File: src/common/mq_pkg.sv
package mq_pkg;

  // sizes
  localparam int num_queues  = 8;
  localparam int num_entries = 64;
  localparam int data_width  = 32;

  localparam int qid_width = $clog2(num_queues);
  localparam int ptr_width = $clog2(num_entries);
  // count must reach num_entries itself
  localparam int cnt_width = $clog2(num_entries + 1);

  // vectors with a meaning
  typedef logic [qid_width-1:0]  qid_t;
  typedef logic [ptr_width-1:0]  ptr_t;
  typedef logic [cnt_width-1:0]  cnt_t;
  typedef logic [data_width-1:0] data_t;

  // one push request
  typedef struct packed {
    qid_t  prt;
    ptr_t  ptr;
    data_t din;
  } push_req_t;

  // per-queue state, also the status port word
  typedef struct packed {
    cnt_t cnt;
    ptr_t head;
    ptr_t tail;
  } queue_stat_t;

endpackage

File: src/logic/mq_ram_1r1w.sv
`timescale 1ns/1ps

module mq_ram_1r1w #(
  parameter int width = 32,
  parameter int depth = 64
) (
  input  logic                     clk,
  input  logic                     we,
  input  logic [$clog2(depth)-1:0] wa,
  input  logic [width-1:0]         wd,
  input  logic                     re,
  input  logic [$clog2(depth)-1:0] ra,
  output logic [width-1:0]         rd
);

  logic [width-1:0] mem [depth];

  always_ff @(posedge clk) begin
    if (we) begin
      mem[wa] <= wd;
    end
  end

  // read data holds until the next read
  always_ff @(posedge clk) begin
    if (re) begin
      rd <= mem[ra];
    end
  end

endmodule

File: src/queue_ctrl/mq_state_table.sv
`timescale 1ns/1ps

module mq_state_table (
  input  logic                clk,
  input  logic                rst_n,

  // combinational read views
  input  mq_pkg::qid_t        pu_qid,
  input  mq_pkg::qid_t        po_qid,
  output mq_pkg::queue_stat_t pu_cur,
  output mq_pkg::queue_stat_t po_cur,

  // full state write from push
  input  logic                pu_wr,
  input  mq_pkg::queue_stat_t pu_stat,

  // count write from pop
  input  logic                po_wr,
  input  mq_pkg::cnt_t        po_cnt,

  // delayed head write from the pop pipeline
  input  logic                hd_wr,
  input  mq_pkg::qid_t        hd_qid,
  input  mq_pkg::ptr_t        hd_ptr,

  output logic                ready,

  // status port
  input  logic                cp_read,
  input  mq_pkg::qid_t        cp_adr,
  output logic                cp_vld,
  output mq_pkg::queue_stat_t cp_dout
);

  typedef enum logic {
    st_init,
    st_run
  } init_state_t;

  init_state_t         state_q;
  mq_pkg::qid_t        init_qid;
  mq_pkg::queue_stat_t stat_q [mq_pkg::num_queues];

  // clearing sweep, one queue per cycle
  always_ff @(posedge clk or negedge rst_n) begin
    if (!rst_n) begin
      state_q  <= st_init;
      init_qid <= '0;
    end else if (state_q == st_init) begin
      init_qid <= mq_pkg::qid_t'(init_qid + 1'b1);
      if (init_qid == mq_pkg::qid_t'(mq_pkg::num_queues - 1)) begin
        state_q <= st_run;
      end
    end
  end

  assign ready = (state_q == st_run);

  always_ff @(posedge clk) begin
    if (state_q == st_init) begin
      stat_q[init_qid] <= '0;
    end else begin
      if (pu_wr) begin
        stat_q[pu_qid] <= pu_stat;
      end
      if (po_wr) begin
        stat_q[po_qid].cnt <= po_cnt;
      end
      // pending head goes last, a push to a non-empty queue keeps the old head
      if (hd_wr) begin
        stat_q[hd_qid].head <= hd_ptr;
      end
    end
  end

  assign pu_cur = stat_q[pu_qid];
  assign po_cur = stat_q[po_qid];

  always_ff @(posedge clk or negedge rst_n) begin
    if (!rst_n) begin
      cp_vld <= 1'b0;
    end else begin
      cp_vld <= cp_read && (state_q == st_run);
    end
  end

  always_ff @(posedge clk) begin
    if (cp_read) begin
      cp_dout <= stat_q[cp_adr];
    end
  end

endmodule

File: src/queue_ctrl/mq_queue_ctrl.sv
`timescale 1ns/1ps

module mq_queue_ctrl (
  input  logic                clk,
  input  logic                rst_n,

  input  logic                push,
  input  mq_pkg::push_req_t   push_req,
  input  logic                pop,
  input  mq_pkg::qid_t        pop_prt,

  // current state of the push and pop queues
  input  mq_pkg::queue_stat_t pu_cur,
  input  mq_pkg::queue_stat_t po_cur,

  // state table writes
  output logic                pu_wr,
  output mq_pkg::queue_stat_t pu_stat,
  output logic                po_wr,
  output mq_pkg::cnt_t        po_cnt_next,
  output logic                hd_wr,
  output mq_pkg::qid_t        hd_qid,
  output mq_pkg::ptr_t        hd_ptr,

  // link memory
  output logic                link_we,
  output mq_pkg::ptr_t        link_wa,
  output mq_pkg::ptr_t        link_wd,
  output logic                link_re,
  output mq_pkg::ptr_t        link_ra,
  input  mq_pkg::ptr_t        link_rd_data,

  // data memory
  output logic                data_we,
  output mq_pkg::ptr_t        data_wa,
  output mq_pkg::data_t       data_wd,
  output logic                data_re,
  output mq_pkg::ptr_t        data_ra,
  input  mq_pkg::data_t       data_rd_data,

  // results
  output logic                pu_cvld,
  output mq_pkg::cnt_t        pu_cnt,
  output logic                po_cvld,
  output logic                po_empty,
  output mq_pkg::cnt_t        po_cnt,
  output logic                po_pvld,
  output mq_pkg::ptr_t        po_ptr,
  output logic                po_dvld,
  output mq_pkg::data_t       po_dout
);

  mq_pkg::queue_stat_t pu_next;
  logic                po_nonempty;

  // pop stage 1
  logic                s1_vld;
  logic                s1_empty;
  logic                s1_hd_pend;
  mq_pkg::qid_t        s1_qid;
  mq_pkg::cnt_t        s1_cnt;
  mq_pkg::ptr_t        s1_ptr;

  // pop stage 2
  logic                s2_dvld;
  mq_pkg::data_t       s2_dout;

  // push appends at the tail, head only moves on an empty queue
  always_comb begin
    pu_next      = pu_cur;
    pu_next.cnt  = mq_pkg::cnt_t'(pu_cur.cnt + 1'b1);
    pu_next.tail = push_req.ptr;
    if (pu_cur.cnt == '0) begin
      pu_next.head = push_req.ptr;
    end
  end

  assign pu_wr   = push;
  assign pu_stat = pu_next;

  // old tail points at the new entry
  assign link_we = push && (pu_cur.cnt != '0);
  assign link_wa = pu_cur.tail;
  assign link_wd = push_req.ptr;

  assign data_we = push;
  assign data_wa = push_req.ptr;
  assign data_wd = push_req.din;

  always_ff @(posedge clk or negedge rst_n) begin
    if (!rst_n) begin
      pu_cvld <= 1'b0;
    end else begin
      pu_cvld <= push;
    end
  end

  always_ff @(posedge clk) begin
    if (push) begin
      pu_cnt <= pu_next.cnt;
    end
  end

  // pop side
  assign po_nonempty = (po_cur.cnt != '0);
  assign po_cnt_next = mq_pkg::cnt_t'(po_cur.cnt - 1'b1);
  assign po_wr       = pop && po_nonempty;

  assign link_re = pop && po_nonempty;
  assign link_ra = po_cur.head;
  assign data_re = pop && po_nonempty;
  assign data_ra = po_cur.head;

  always_ff @(posedge clk or negedge rst_n) begin
    if (!rst_n) begin
      s1_vld     <= 1'b0;
      s1_hd_pend <= 1'b0;
      s2_dvld    <= 1'b0;
    end else begin
      s1_vld     <= pop;
      s1_hd_pend <= pop && po_nonempty && (po_cnt_next != '0);
      s2_dvld    <= s1_vld && !s1_empty;
    end
  end

  always_ff @(posedge clk) begin
    if (pop) begin
      s1_qid   <= pop_prt;
      s1_empty <= !po_nonempty;
      s1_cnt   <= po_nonempty ? po_cnt_next : '0;
      s1_ptr   <= po_cur.head;
    end
    // ram output moves on with the next read
    if (s1_vld) begin
      s2_dout <= data_rd_data;
    end
  end

  // next head arrives from the link read
  assign hd_wr  = s1_hd_pend;
  assign hd_qid = s1_qid;
  assign hd_ptr = link_rd_data;

  assign po_cvld  = s1_vld;
  assign po_empty = s1_empty;
  assign po_cnt   = s1_cnt;
  assign po_pvld  = s1_vld && !s1_empty;
  assign po_ptr   = s1_ptr;
  assign po_dvld  = s2_dvld;
  assign po_dout  = s2_dout;

endmodule

File: src/logic/mq_top.sv
`timescale 1ns/1ps

module mq_top (
  input  logic                clk,
  input  logic                rst_n,
  output logic                ready,

  input  logic                push,
  input  mq_pkg::push_req_t   push_req,
  output logic                pu_cvld,
  output mq_pkg::cnt_t        pu_cnt,

  input  logic                pop,
  input  mq_pkg::qid_t        pop_prt,
  output logic                po_cvld,
  output logic                po_empty,
  output mq_pkg::cnt_t        po_cnt,
  output logic                po_pvld,
  output mq_pkg::ptr_t        po_ptr,
  output logic                po_dvld,
  output mq_pkg::data_t       po_dout,

  input  logic                cp_read,
  input  mq_pkg::qid_t        cp_adr,
  output logic                cp_vld,
  output mq_pkg::queue_stat_t cp_dout
);

  mq_pkg::queue_stat_t pu_cur;
  mq_pkg::queue_stat_t po_cur;
  mq_pkg::queue_stat_t pu_stat;
  logic                pu_wr;
  logic                po_wr;
  mq_pkg::cnt_t        po_cnt_next;
  logic                hd_wr;
  mq_pkg::qid_t        hd_qid;
  mq_pkg::ptr_t        hd_ptr;

  logic                link_we;
  mq_pkg::ptr_t        link_wa;
  mq_pkg::ptr_t        link_wd;
  logic                link_re;
  mq_pkg::ptr_t        link_ra;
  mq_pkg::ptr_t        link_rd_data;

  logic                data_we;
  mq_pkg::ptr_t        data_wa;
  mq_pkg::data_t       data_wd;
  logic                data_re;
  mq_pkg::ptr_t        data_ra;
  mq_pkg::data_t       data_rd_data;

  mq_state_table state_table (
    .clk     (clk),
    .rst_n   (rst_n),
    .pu_qid  (push_req.prt),
    .po_qid  (pop_prt),
    .pu_cur  (pu_cur),
    .po_cur  (po_cur),
    .pu_wr   (pu_wr),
    .pu_stat (pu_stat),
    .po_wr   (po_wr),
    .po_cnt  (po_cnt_next),
    .hd_wr   (hd_wr),
    .hd_qid  (hd_qid),
    .hd_ptr  (hd_ptr),
    .ready   (ready),
    .cp_read (cp_read),
    .cp_adr  (cp_adr),
    .cp_vld  (cp_vld),
    .cp_dout (cp_dout)
  );

  mq_queue_ctrl queue_ctrl (
    .clk          (clk),
    .rst_n        (rst_n),
    .push         (push),
    .push_req     (push_req),
    .pop          (pop),
    .pop_prt      (pop_prt),
    .pu_cur       (pu_cur),
    .po_cur       (po_cur),
    .pu_wr        (pu_wr),
    .pu_stat      (pu_stat),
    .po_wr        (po_wr),
    .po_cnt_next  (po_cnt_next),
    .hd_wr        (hd_wr),
    .hd_qid       (hd_qid),
    .hd_ptr       (hd_ptr),
    .link_we      (link_we),
    .link_wa      (link_wa),
    .link_wd      (link_wd),
    .link_re      (link_re),
    .link_ra      (link_ra),
    .link_rd_data (link_rd_data),
    .data_we      (data_we),
    .data_wa      (data_wa),
    .data_wd      (data_wd),
    .data_re      (data_re),
    .data_ra      (data_ra),
    .data_rd_data (data_rd_data),
    .pu_cvld      (pu_cvld),
    .pu_cnt       (pu_cnt),
    .po_cvld      (po_cvld),
    .po_empty     (po_empty),
    .po_cnt       (po_cnt),
    .po_pvld      (po_pvld),
    .po_ptr       (po_ptr),
    .po_dvld      (po_dvld),
    .po_dout      (po_dout)
  );

  // next pointer of each slot
  mq_ram_1r1w #(
    .width (mq_pkg::ptr_width),
    .depth (mq_pkg::num_entries)
  ) link_ram (
    .clk (clk),
    .we  (link_we),
    .wa  (link_wa),
    .wd  (link_wd),
    .re  (link_re),
    .ra  (link_ra),
    .rd  (link_rd_data)
  );

  mq_ram_1r1w #(
    .width (mq_pkg::data_width),
    .depth (mq_pkg::num_entries)
  ) data_ram (
    .clk (clk),
    .we  (data_we),
    .wa  (data_wa),
    .wd  (data_wd),
    .re  (data_re),
    .ra  (data_ra),
    .rd  (data_rd_data)
  );

endmodule

File: config.mk
export PLATFORM = sky130hd
export DESIGN_NAME = mq_top
export DESIGN_NICKNAME = d
export VERILOG_FILES = /design/src/common/mq_pkg.sv /design/src/logic/mq_ram_1r1w.sv /design/src/queue_ctrl/mq_state_table.sv /design/src/queue_ctrl/mq_queue_ctrl.sv /design/src/logic/mq_top.sv
export SDC_FILE = /design/constraint.sdc
export NUM_CORES = 2
export LEC_CHECK = 0
export BUFFER_PORTS_ARGS = -buffer_cell sky130_fd_sc_hd__buf_4
export CORE_ASPECT_RATIO = 1.1
export CORE_MARGIN = 1
export CORE_UTILIZATION = 63
export CTS_CLUSTER_DIAMETER = 100
export DETAILED_ROUTE_END_ITERATION = 12
export PLACE_DENSITY = 0.8
export REMOVE_ABC_BUFFERS = 1
export SLEW_MARGIN = 10
export SYNTH_ARGS = -nofsm -noshare
export SYNTH_HDL_FRONTEND = slang
export SYNTH_SLANG_ARGS = --single-unit
export TNS_END_PERCENT = 50
File: constraint.sdc
create_clock -name clk -period 4.95 [get_ports clk]
set_input_delay 0.495 -clock clk [delete_from_list [all_inputs] [get_ports clk]]
set_output_delay 0.495 -clock clk [all_outputs]
set_load 0.01 [all_outputs]
==> impl_metrics.yaml <==
worst_setup_path:
  cpPeakStageDelay_ns: 1.08
  r2r_cells: 11
  cp-endpoint: "data_ram.rd[17]"
  path_depth: 13
  path_buf_inv: 5
  r2r-end: "data_ram.rd[17]"
  reg2reg_slack_ns: 0.24
  worstPathRequired_ns: 5.73
  cp-end-kind: "flip-flop"
  cp_max_fo: 107
  cpMaxStageDelayCell: "o22ai_1"
  crit_family: "compound AO/OA/AOI/OAI gates"
  critical_path_class: "primary input to flip-flop"
  path_cells: "dlygate4sd3_1, buf_4, mux2i_1, mux4_4, inv_8, buf_12, buf_12, nand2_1, and3_1, a311oi_1, a221oi_1, o22ai_1, o211a_1"
  crit_arrival_ns: 5.63
  r2r_start: "state_table.stat_q[0][6]"
  cp-startpoint: "pop_prt[0]"
  worst_setup_path_start_kind: "primary input"
  cp_common_cell: "buf_12"
floorplanning:
  design.core.area_mm2: 0.173
  start_util: 0.634
  die_x_um: 400
  io-pin-count: 130
  die-area_mm2: 0.176
  fp.dieH_um: 439
  fp-row-count: 160
clock_network:
  cts_tree: "done"
  max-clock-path-buffers: 4
  htree_levels: 5
  post_cts_buffers: 0
  clock_latency_ns: 0.96
  cts_root_buffer: "clkbuf_16"
  cts_resized: 0
  numCtsBuffers: 276
  clk_pin_slew_worst_paths_ns: 0.06
  clock_sinks: 2706
  ctsHoldBuffers: 9
layout:
  nNetsFinal: 8342
  multiInputGateArea_mm2: 0.0263
  register_area_mm2: 0.0812
  final_common_cell: "edfxtp_1"
  final_layout_size_suffix_gt1_frac: 0.121
  syn_to_final_growth_pct: 11.9
  layout.cells.non_filler: 10743
  n_fill_cell: 10420
  final_cell_mix: "edfxtp_1, nand2_1, a21oi_1, buf_4, nand3_1"
  design_area_mm2: 0.123
  fin_util: 0.710
placement:
  dp_hpwl_mm: 188
  postPlaceCellArea_mm2: 0.114
  placedCellCount: 10264
  port_buffers: 129
  place_congestion: 0.970
synthesis:
  synth_warnings: 0
  yosysSeqAreaShare: 0.741
  synth_area_mm2: 0.110
  yosys.area.top_type: "edfxtp_1"
  syn_area_per_cell_um2: 13.5
  synth_seq_cells: 2706
  synth_top_area_share: 0.739
  synth_edf_count: 2697
  async_reset_ff_frac: 0.00333
  synthCells: 8114
  yosysUniqueCellTypes: 78
  synth_ff_type: "edfxtp_1"
  synth_area_leaders: "edfxtp_1, nand2_1, a21oi_1, mux4_2, and3_1"
sta:
  setup_viol_count_final: 0
  max_slew_margin: 0.0477
  tightest_slew_ns: 1.43
  finalCriticalPeriod_ns: 4.85
  hold_viol_final: 0
  drv_slew: 0
  max_freq_mhz: 206
  timing.final.crit_share: 0.981
  clock_skew_ns: 0.0865
  timing.setup.tns_ns: 0
  rsz0062_at_grt: "false"
route:
  drc: 0
  via_per_inst: 6.86
  wirelength_mm: 323
  dr.pass1.iters: 8
  ant_nets: 0
  wl_per_cell_um: 30.1
  num_vias: 73697
  drtIter0Drc: 11436
pwr:
  peakVddDrop_v: 0.000398
  totalPowerFinal_uw: 50700
  p_leak_uw: 0.0420
  switching_share: 0.247
  p_switching_uw: 12500
  power_frac_seq: 0.509
  p_int_uw: 38200
  powerDensity_mw_per_mm2: 414
  pwr-share-clk: 0.385
  comb_power_share: 0.106
global_routing:
  grt_antenna_before_repair: 11
  grt_use_total: 0.366
  overflow: 0
  grt_pass1_wl_mm: 466
  grt_pass1_vias: 71913
  grt_max_degree: 137
hold_path:
  hold_class: "primary input to flip-flop"
job:
  drv_cap: 0
run_status:
  status: "complete, no violations"
==> metal layers <==
layer,vias to the layer above,routed length (um),track usage
met5,-,82,0
met4,12,26600,0.266
met3,1321,44000,0.0875
met2,6278,148000,0.557
met1,35572,105000,0.464
li1,30514,-,-
==> cells in the mapped netlist, types with 4 or more instances <==
cell	n
a21oi_1	421
a221o_1	4
a221oi_1	41
a22o_1	48
a22oi_1	4
a311oi_1	188
a31oi_1	113
a32oi_1	38
and2_1	7
and3_1	274
buf_1	25
buf_2	195
buf_4	46
buf_6	24
clkbuf_1	245
dfrtp_1	9
edfxtp_1	2697
ha_1	7
inv_1	19
inv_2	6
mux2_2	31
mux2i_1	75
mux4_2	82
nand2_1	2354
nand2_2	4
nand2b_1	10
nand3_1	290
nand3b_1	4
nor2_1	290
nor2_2	8
nor2b_1	18
nor3_1	48
nor4_1	74
o2111ai_1	39
o211a_1	39
o21ai_0	148
o21ai_1	56
o221ai_1	4
o22ai_1	41
o2bb2ai_1	8
o31ai_1	9
or3_1	6
or3b_2	4
xnor2_1	5
xor2_1	4
==> power groups by stage <==
| stage | sequential, uW | combinational [uW] | clock [uW] |
|---|---|---|---|
| finish | 25800 | 5400 | 19500 |
| global route | 25800 | 5600 | 20400 |
| floorplan | 26200 | 3100 | 0 |
| global placement | 26300 | 5000 | 0 |
| detailed placement | 26300 | 5150 | 0 |
| CTS | 25800 | 5220 | 19500 |
==> through the flow <==
step	hold slack, ns	setup WS [ns]
floorplan	0.199	-41.61
global placement	0.330	0.0265
detailed placement	0.333	-0.0707
CTS	0.0167	0.321
global route	0.0503	0.162
finish	0.0668	0.0959
==> cell families after synthesis <==
group	Yosys count	share of synthesized area
xor+xnor	11	0.00102
buf+inv	562	0.0247
simple gates	3419	0.132
compound gates	1219	0.0731
mux	190	0.0272
flops	2706	0.741
fa+ha+maj	7	0.000799
==> flip-flops by register name, indices dropped and copies added, names as in the netlist <==
name,cells
queue_ctrl.po_cvld,1
state_table.cp_dout,19
state_table.init_qid,3
state_table.ready,1
queue_ctrl.hd_wr,1
data_ram.mem,2048
link_ram.mem,384
state_table.stat_q,152
queue_ctrl.po_ptr,6
link_ram.rd,6
data_ram.rd,32
queue_ctrl.pu_cnt,7
queue_ctrl.po_dvld,1
state_table.cp_vld,1
queue_ctrl.po_cnt,7
queue_ctrl.pu_cvld,1
queue_ctrl.po_dout,32
queue_ctrl.hd_qid,3
queue_ctrl.po_empty,1
==> final cells by class <==
cell class              count  share of cell area
diodes                      5            0.000102
clock buffers             340              0.0593
clock inverters           125             0.00749
inverters                  26            0.000959
multi-input cells        4846               0.214
flip-flops and latches   2706               0.663
well taps                2268              0.0231
repair buffers            427              0.0323
==> worst min-delay path by stage <==
stage	depth (start not counted)	to	from
final	1	link_ram.mem[10][5]	push_req[37]
after global routing	1	link_ram.mem[10][5]	push_req[37]
after CTS	1	link_ram.mem[36][5]	push_req[37]
after detailed placement	1	state_table.init_qid[2]	rst_n
after global placement	1	state_table.ready	rst_n
after floorplan	0	queue_ctrl.hd_wr	rst_n
Note: power is estimated with default switching activity, not from simulation.
